### src/common/zx_arch_pkg.sv
// Spectrum architecture constants: memory model codes, fixed banks and address widths
package zx_arch_pkg;

	// ====================
	// Memory models
	// ====================

	// Code comes straight from the machine select input
	typedef enum logic [2:0] {
		ZX128     = 3'd0, // Spectrum 128K/+2
		PENT1024  = 3'd1, // Pentagon 1024
		PROFI1024 = 3'd2, // Profi 1024
		ZX48      = 3'd3, // Spectrum 48K, paging locked
		PLUS3     = 3'd4  // Spectrum +2A/+3
	} model_t;

	// ====================
	// Address widths
	// ====================

	// External memory address, ROM region sits on top of 1 MB of RAM
	localparam int RAM_ADDR_W = 21;

	// Offset inside one 16K page
	localparam int PAGE_W = 14;

	// ====================
	// Banks and regions
	// ====================

	// Top three address bits of every ROM access
	localparam logic [2:0] ROM_REGION = 3'd5;

	// Fixed RAM pages in the middle quadrants
	localparam logic [2:0] BANK_SCREEN = 3'd5; // 4000h
	localparam logic [2:0] BANK_MID    = 3'd2; // 8000h

	// ROM bank prefixes
	// 128K/+2 and derivatives use banks 6 and 7, low bit picks 48K BASIC
	localparam logic [2:0] ROM_128_BASE = 3'b011;

	// +3 uses banks 8..11, two select bits come from 1FFD and 7FFD
	localparam logic [1:0] ROM_PLUS3_BASE = 2'b10;

endpackage
### src/common/zx_bus_pkg.sv
// Bus-side types: CPU bus, port write strobes, paging state and memory request
package zx_bus_pkg;

	// ====================
	// CPU bus
	// ====================

	// Z80 bus with all strobes active high
	typedef struct packed {
		logic [15:0] addr;
		logic [7:0]  dout; // CPU write data
		logic        mreq;
		logic        iorq;
		logic        rd;
		logic        wr;
		logic        m1;
	} cpu_bus_t;

	// ====================
	// Port writes
	// ====================

	// One strobe per decoded I/O write, each high for one clock
	typedef struct packed {
		logic       p7ffd;
		logic       p1ffd;
		logic       peff7; // Pentagon 1024 config
		logic       pdffd; // Profi 1024 extension
		logic       pfe;   // ULA port
		logic [7:0] data;  // CPU data captured with the strobe
	} port_wr_t;

	// ====================
	// Paging state
	// ====================

	typedef struct packed {
		logic [7:0] reg_7ffd;
		logic [7:0] reg_1ffd;
		logic [2:0] page_ext; // upper RAM page bits for 1024K models
		logic       zx48;
		logic       plus3;
		logic       p1024;    // Pentagon 1024
		logic       pf1024;   // Profi 1024
	} paging_t;

	// ====================
	// Memory request
	// ====================

	// Toward external memory
	typedef struct packed {
		logic [zx_arch_pkg::RAM_ADDR_W-1:0] addr;
		logic                               we;
		logic                               rd;
	} mem_req_t;

endpackage

### src/zx_bus_core.sv
// Spectrum memory and ULA bus core: port decoding, paging, memory map and ULA port
`timescale 1ns/1ps

module zx_bus_core (
	input  logic                 clk_sys,
	input  logic                 reset,

	// CPU side
	input  zx_bus_pkg::cpu_bus_t cpu_bus,
	output logic [7:0]           cpu_din,

	// Machine select, sampled during reset
	input  zx_arch_pkg::model_t  machine,

	// Keyboard and tape
	input  logic [4:0]           key_data,
	input  logic                 tape_in,

	// External memory
	input  logic [7:0]           ram_dout,
	output zx_bus_pkg::mem_req_t mem_req,

	// ULA outputs
	output logic [2:0]           border,
	output logic                 ear,
	output logic                 mic
);

	zx_bus_pkg::port_wr_t port_wr; // strobes from the decoder
	zx_bus_pkg::paging_t  paging;  // current paging state

	// ====================
	// Port decoding
	// ====================

	io_decode i_io_decode (
		.clk_sys (clk_sys),
		.reset   (reset),
		.cpu_bus (cpu_bus),
		.paging  (paging),
		.port_wr (port_wr)
	);

	// ====================
	// Paging and mapping
	// ====================

	paging_regs i_paging_regs (
		.clk_sys (clk_sys),
		.reset   (reset),
		.machine (machine),
		.port_wr (port_wr),
		.paging  (paging)
	);

	memory_map i_memory_map (
		.cpu_bus (cpu_bus),
		.paging  (paging),
		.mem_req (mem_req)
	);

	// ULA port and CPU read mux
	ula_io i_ula_io (
		.clk_sys  (clk_sys),
		.reset    (reset),
		.cpu_bus  (cpu_bus),
		.port_wr  (port_wr),
		.key_data (key_data),
		.tape_in  (tape_in),
		.ram_dout (ram_dout),
		.cpu_din  (cpu_din),
		.border   (border),
		.ear      (ear),
		.mic      (mic)
	);

endmodule

### src/ula_io.sv
// ULA port: border, EAR and MIC outputs, plus the CPU read-data mux
`timescale 1ns/1ps

module ula_io (
	input  logic                 clk_sys,
	input  logic                 reset,
	input  zx_bus_pkg::cpu_bus_t cpu_bus,
	input  zx_bus_pkg::port_wr_t port_wr,
	input  logic [4:0]           key_data, // active low keys of the addressed rows
	input  logic                 tape_in,
	input  logic [7:0]           ram_dout,
	output logic [7:0]           cpu_din,
	output logic [2:0]           border,
	output logic                 ear,
	output logic                 mic
);

	logic mem_rd;
	logic fe_rd;

	// ====================
	// Port FE output
	// ====================

	always_ff @(posedge clk_sys) begin
		if (reset) begin
			border <= 3'd0;
			ear    <= 1'b0;
			mic    <= 1'b0;
		end else if (port_wr.pfe) begin
			border <= port_wr.data[2:0];
			mic    <= port_wr.data[3];
			ear    <= port_wr.data[4];
		end
	end

	// ====================
	// Read mux
	// ====================

	assign mem_rd = cpu_bus.mreq & cpu_bus.rd;
	// Any even port reads the keyboard and tape
	assign fe_rd  = cpu_bus.iorq & cpu_bus.rd & ~cpu_bus.m1 & ~cpu_bus.addr[0];

	always_comb begin
		if (mem_rd)
			cpu_din = ram_dout;
		else if (fe_rd)
			cpu_din = {1'b1, ~tape_in, 1'b1, key_data};
		else
			cpu_din = 8'hFF; // floating bus
	end

endmodule

### src/paging/memory_map.sv
// Memory map: CPU address to external ROM/RAM address plus read and write enables
`timescale 1ns/1ps

module memory_map (
	input  zx_bus_pkg::cpu_bus_t cpu_bus,
	input  zx_bus_pkg::paging_t  paging,
	output zx_bus_pkg::mem_req_t mem_req
);

	logic [1:0]                     quadrant;
	logic [zx_arch_pkg::PAGE_W-1:0] offset;
	logic                           special;   // +3 all-RAM mode
	logic [1:0]                     layout;    // 1FFD bits 2..1
	logic [3:0]                     rom_bank;
	logic [5:0]                     ram_page;  // 64 pages of 16K
	logic [2:0]                     spec_bank;

	assign quadrant = cpu_bus.addr[15:14];
	assign offset   = cpu_bus.addr[zx_arch_pkg::PAGE_W-1:0];
	assign special  = paging.plus3 & paging.reg_1ffd[0];
	assign layout   = paging.reg_1ffd[2:1];

	// ROM bank select
	always_comb begin
		if (paging.plus3)
			rom_bank = {zx_arch_pkg::ROM_PLUS3_BASE, paging.reg_1ffd[2], paging.reg_7ffd[4]};
		else
			rom_bank = {zx_arch_pkg::ROM_128_BASE, paging.zx48 | paging.reg_7ffd[4]};
	end

	// ====================
	// +3 special layouts
	// ====================

	always_comb begin
		case (layout)
			2'b00:   spec_bank = {1'b0, quadrant};                         // 0 1 2 3
			2'b01:   spec_bank = {1'b1, quadrant};                         // 4 5 6 7
			2'b10:   spec_bank = (quadrant == 2'd3) ? 3'd3 : {1'b1, quadrant}; // 4 5 6 3
			default: begin                                                 // 4 7 6 3
				case (quadrant)
					2'd0:    spec_bank = 3'd4;
					2'd1:    spec_bank = 3'd7;
					2'd2:    spec_bank = 3'd6;
					default: spec_bank = 3'd3;
				endcase
			end
		endcase
	end

	// ====================
	// Address and enables
	// ====================

	always_comb begin
		case (quadrant)
			2'd1:    ram_page = {3'd0, zx_arch_pkg::BANK_SCREEN};
			2'd2:    ram_page = {3'd0, zx_arch_pkg::BANK_MID};
			default: ram_page = {paging.page_ext, paging.reg_7ffd[2:0]}; // upper quadrant
		endcase

		if (special)
			mem_req.addr = {1'b0, 3'd0, spec_bank, offset};
		else if (quadrant == 2'd0)
			mem_req.addr = {zx_arch_pkg::ROM_REGION, rom_bank, offset};
		else
			mem_req.addr = {1'b0, ram_page, offset};

		// ROM is read only outside special mode
		mem_req.we = cpu_bus.mreq & cpu_bus.wr & (special | (quadrant != 2'd0));
		mem_req.rd = cpu_bus.mreq & cpu_bus.rd;
	end

endmodule

### src/paging/paging_regs.sv
// Paging registers for 7FFD, 1FFD, EFF7 and DFFD with lock rule and model latch
`timescale 1ns/1ps

module paging_regs (
	input  logic                 clk_sys,
	input  logic                 reset,
	input  zx_arch_pkg::model_t  machine,
	input  zx_bus_pkg::port_wr_t port_wr,
	output zx_bus_pkg::paging_t  paging
);

	logic [7:0] reg_7ffd;
	logic [7:0] reg_1ffd;
	logic [2:0] page_ext;
	logic       eff7_lock; // EFF7 bit 2 turns off the 1024K extension on Pentagon

	logic zx48;
	logic plus3;
	logic p1024;
	logic pf1024;

	logic page_disable;

	// ====================
	// Lock rule
	// ====================

	// 48K never pages; elsewhere 7FFD bit 5 locks, except on Pentagon 1024
	// where it only counts once the extension is switched off
	assign page_disable = zx48
		| (~p1024 & reg_7ffd[5])
		| (p1024 & eff7_lock & reg_7ffd[5]);

	// ====================
	// Model flags
	// ====================

	// Latched on every clock while reset is held
	always_ff @(posedge clk_sys) begin
		if (reset) begin
			zx48   <= (machine == zx_arch_pkg::ZX48);
			plus3  <= (machine == zx_arch_pkg::PLUS3);
			p1024  <= (machine == zx_arch_pkg::PENT1024);
			pf1024 <= (machine == zx_arch_pkg::PROFI1024);
		end
	end

	// ====================
	// Paging registers
	// ====================

	always_ff @(posedge clk_sys) begin
		if (reset) begin
			reg_7ffd  <= 8'h00;
			reg_1ffd  <= 8'h00;
			page_ext  <= 3'd0;
			eff7_lock <= 1'b0;
		end else begin
			if (port_wr.p7ffd & ~page_disable) begin
				reg_7ffd <= port_wr.data;
				// Pentagon puts the extra page bits in 7FFD bits 5,7,6
				if (p1024 & ~eff7_lock)
					page_ext <= {port_wr.data[5], port_wr.data[7:6]};
			end

			if (port_wr.p1ffd & ~page_disable)
				reg_1ffd <= port_wr.data;

			if (port_wr.peff7)
				eff7_lock <= port_wr.data[2];

			// Decoder only strobes DFFD on Profi 1024
			if (port_wr.pdffd)
				page_ext <= port_wr.data[2:0];
		end
	end

	// Pack the state for the map and the decoder
	always_comb begin
		paging.reg_7ffd = reg_7ffd;
		paging.reg_1ffd = reg_1ffd;
		paging.page_ext = page_ext;
		paging.zx48     = zx48;
		paging.plus3    = plus3;
		paging.p1024    = p1024;
		paging.pf1024   = pf1024;
	end

endmodule

### src/io_decode.sv
// I/O write decoder that finds the start of each port write and turns it into one-cycle strobes
`timescale 1ns/1ps

module io_decode (
	input  logic                 clk_sys,
	input  logic                 reset,
	input  zx_bus_pkg::cpu_bus_t cpu_bus,
	input  zx_bus_pkg::paging_t  paging,
	output zx_bus_pkg::port_wr_t port_wr
);

	logic        io_wr;    // I/O write in progress without M1
	logic        io_wr_q;  // previous state
	logic        wr_edge;
	logic [15:0] a;

	logic sel_7ffd;
	logic sel_1ffd;
	logic sel_eff7;
	logic sel_dffd;
	logic sel_fe;

	assign a       = cpu_bus.addr;
	assign io_wr   = cpu_bus.iorq & cpu_bus.wr & ~cpu_bus.m1;
	assign wr_edge = io_wr & ~io_wr_q;

	// ====================
	// Port selects
	// ====================

	// +3 needs A14 high for 7FFD, so 1FFD stays distinct
	assign sel_7ffd = ~a[15] & ~a[1] & (a[14] | ~paging.plus3);
	assign sel_1ffd = ~a[15] & ~a[14] & ~a[13] & a[12] & ~a[1] & paging.plus3;
	assign sel_eff7 = a[15] & a[14] & a[13] & ~a[12] & ~a[3] & paging.p1024;
	assign sel_dffd = (a == 16'hDFFD) & paging.pf1024; // fully decoded
	assign sel_fe   = ~a[0];

	always_ff @(posedge clk_sys) begin
		if (reset) begin
			io_wr_q       <= 1'b0;
			port_wr.p7ffd <= 1'b0;
			port_wr.p1ffd <= 1'b0;
			port_wr.peff7 <= 1'b0;
			port_wr.pdffd <= 1'b0;
			port_wr.pfe   <= 1'b0;
		end else begin
			io_wr_q       <= io_wr;
			port_wr.p7ffd <= wr_edge & sel_7ffd;
			port_wr.p1ffd <= wr_edge & sel_1ffd;
			port_wr.peff7 <= wr_edge & sel_eff7;
			port_wr.pdffd <= wr_edge & sel_dffd;
			port_wr.pfe   <= wr_edge & sel_fe;
		end

		// Data rides along with the strobes
		if (wr_edge)
			port_wr.data <= cpu_bus.dout;
	end

endmodule

### config.mk
export PLATFORM = sky130hd
export DESIGN_NAME = zx_bus_core
export DESIGN_NICKNAME = d
export VERILOG_FILES = /design/src/common/zx_arch_pkg.sv /design/src/common/zx_bus_pkg.sv /design/src/zx_bus_core.sv /design/src/ula_io.sv /design/src/paging/memory_map.sv /design/src/paging/paging_regs.sv /design/src/io_decode.sv
export SDC_FILE = /design/constraint.sdc
export NUM_CORES = 1
export LEC_CHECK = 0
export BUFFER_PORTS_ARGS = -buffer_cell sky130_fd_sc_hd__buf_4
export CAP_MARGIN = 10
export CORE_ASPECT_RATIO = 0.6
export CORE_MARGIN = 2
export CORE_UTILIZATION = 50
export CTS_CLUSTER_SIZE = 10
export DETAILED_ROUTE_END_ITERATION = 7
export PLACE_DENSITY_LB_ADDON = 0.2
export RECOVER_POWER = 25
export SLEW_MARGIN = 20
export SYNTH_ARGS = -nofsm -noshare
export SYNTH_HDL_FRONTEND = slang
export SYNTH_HIERARCHICAL = 1
export SYNTH_SLANG_ARGS = --single-unit
### constraint.sdc
create_clock -name clk_sys -period 5.8 [get_ports clk_sys]
set_clock_uncertainty 0.05 [all_clocks]
set_input_delay 1.74 -clock clk_sys [delete_from_list [all_inputs] [get_ports clk_sys]]
set_output_delay 1.74 -clock clk_sys [all_outputs]
set_load 0.02 [all_outputs]
==> run_results.csv <==
group,metric,value,unit
run_status,status,"completed",
drt,wl,4.47,mm
clocking,cts_tree,"done",
setup_path,worstPathRequired,4.01,ns
grt,grt_use_total,22.0,%
drt,via_per_inst,5.33,
clocking,path_clk_slew,0.06,ns
setup_path,r2r_start,"i_io_decode/io_wr_q",
placement,hpwl,3.48,mm
timing,setup_ws,0.965,ns
floorplanning,die_area,4290,sq um
clocking,cts.sink_count,35,
pwr,leakagePower,0.00104,uW
pwr,irDropWorstVdd,0.132,mV
pwr,total_power,516,uW
setup_path,start_kind,"input pin",
yosys,syn_avg_cell_area,10.1,sq um
pwr,pwr-share-clk,31.6,%
pwr,p_sw_share,24.5,%
drt,firstDrtPassIters,4,
clocking,clock_latency,0.28,ns
setup_path,r2r_end,"i_io_decode/port_wr[9]",
yosys,synth_area,1880,sq um
setup_path,slowest_delay,0.40,ns
grt,grt-ovfl-total,0,
timing,final-max-slew-violation-count,0,
yosys,ys_warn_count,6,
setup_path,path_cells,"buf_4 -> inv_1 -> ha_1 -> mux2_1 -> o21ai_1 -> o21ai_1 -> buf_4",
pwr,intPower,389,uW
yosys,synth_cells,187,
placement,pre_cts_ws,0.967,ns
cells_and_area,drive_gt1_share,37.3,%
floorplanning,ioPinCount,84,
drt,remaining_drc_errors,0,
pwr,switchingPower,126,uW
cells_and_area,num-nets-final,304,
min_path,hp-start,"i_paging_regs/reg_7ffd[2]",
timing,relSlewSlack,47.9,%
setup_path,cp_max_fo,7,
clocking,ctsHoldBuffers,0,
placement,port_buffers,83,
flow_run,maxCapViolCount,0,
timing,hold_viol,0,
clocking,cts_resized,0,
grt,grt_max_degree,17,
timing,worst_pin_slew,0.779,ns
clocking,cts_made_buffers,5,
floorplanning,core_region_area,3640,sq um
grt,grt_pass1_vias,1576,
clocking,cts_buffer_depth,2,
clocking,cts_root_buffer,"clkbuf_8",
floorplanning,die_h,51.5,microns
drt,detail_route.wl_per_cell,15.0,microns
timing,clock.fmax,207,MHz
clocking,postCtsSetupRepairBufs,0,
floorplanning,start_util,51.8,%
pwr,combPwrFrac,17.4,%
drt,drtAntennaViolNets,0,
min_path,min_path_type,"flop to flop",
cells_and_area,num_antenna_cells,0,
min_path,min_to,"i_paging_regs/reg_7ffd[2]",
setup_path,crit_type,"input pin to output pin",
setup_path,endpoint_kind,"output pin",
setup_path,critPathSlowestCell,"ha_1",
placement,routabilityCongestion,0.841,
floorplanning,rows,17,
cells_and_area,fillCellCount,299,
clocking,htree_num_levels,2,
min_path,holdPathStages,2,
timing,finalSetupTns,0,ns
yosys,syn_nets,240,
placement,placed_area,2380,sq um
timing,setup_violations,0,
setup_path,cp.arrival,3.05,ns
timing,period_minus_slack,4.84,ns
setup_path,r2r_slack,4.36,ns
drt,vias,1594,
setup_path,cp_top_family,"adder cells",
grt,grt_pass1_wl,7.33,mm
setup_path,r2r_cells,2,
timing,holdWs,0.440,ns
timing,period_share,83.4,%
drt,first_iter_violations,73,
timing,rsz0062_at_grt,"no",
pwr,p_per_area,210,nW/um^2
grt,antenna_found_initial,0,
setup_path,cp.buffers_inverters,3,
floorplanning,die_w,83.2,microns
cells_and_area,finish.instance_area,2450,sq um
cells_and_area,area_growth,30.4,%
pwr,seqPwrFrac,51.0,%
==> through the flow <==
stage / util [%] / std cells
floorplan: - / 187
global placement: 65.5 / 291
detailed placement: 65.5 / 291
CTS: 67.7 / 299
global route: 67.5 / 299
finish: 67.5 / 299
==> cell type report <==
| type | count | area (sq um) | share of cell area [%] |
|---|---|---|---|
| Timing Repair Buffer | 83 | 616 | 25.1 |
| Sequential cell | 35 | 821 | 33.4 |
| Multi-Input combinational cell | 120 | 857 | 34.9 |
| Tap cell | 47 | 58.8 | 2.40 |
| Inverter | 6 | 22.5 | 0.917 |
| Clock buffer | 8 | 80.1 | 3.26 |
==> worst register-to-register path, delay by kind of cell (launching register included) <==
family	cells	cell delay [ns]
simple gates	2	0.93
flops	1	0.33
==> layout by cell type, fill, tap and decap left out, types with 2 or more instances in the layout <==
cell	count
and2_1	2
buf_4	73
nand2_1	19
inv_1	5
ha_1	5
nand2b_1	3
mux2i_1	18
nor2_1	12
clkbuf_4	8
nor3b_1	3
or2_2	2
nand3_1	2
clkbuf_1	5
dfxtp_1	23
or3_1	4
o311a_1	3
o21ai_0	6
o211ai_1	3
edfxtp_1	12
o32a_1	6
clkbuf_8	5
nand4_1	3
a21oi_1	3
nor3_1	2
o21ai_1	2
==> power by group through the flow <==
stage | Clock [uW] | Sequential, uW | Combinational, uW
after floorplan | 0 | 267 | 49.2
after global placement | 0 | 268 | 89.0
after detailed placement | 0 | 268 | 90.7
after CTS | 167 | 263 | 91.0
after global routing | 179 | 263 | 96.3
final | 163 | 263 | 89.6
==> worst max path at each step <==
stage,start,to,depth (start not counted)
final,cpu_bus[27],mem_req[18],7
after CTS,cpu_bus[27],mem_req[16],7
after global placement,cpu_bus[27],mem_req[16],7
after global routing,cpu_bus[27],mem_req[16],7
after detailed placement,cpu_bus[27],mem_req[16],7
after floorplan,cpu_bus[27],mem_req[21],4
==> state kept, by name, indices dropped and copies added, names as in the netlist <==
signal and flops:
i_paging_regs/zx48 1, i_paging_regs/pf1024 1, i_paging_regs/reg_7ffd 5, i_paging_regs/eff7_lock 1
i_paging_regs/reg_1ffd 3, i_io_decode/io_wr_q 1, i_ula_io/border 3, i_paging_regs/plus3 1
i_ula_io/ear 1, i_paging_regs/page_ext 3, i_ula_io/mic 1, i_io_decode/port_wr 13
i_paging_regs/p1024 1
==> layer usage <==
layer / up-vias / GRT usage, % / share of wire [%]
met5: - / 0 / 0
met4: 0 / 5.46 / 0.96
met3: 5 / 7.94 / 8.1
met2: 56 / 34.3 / 43
met1: 742 / 29.5 / 48
li1: 791 / - / -
Power figures use the tool's default switching activity.
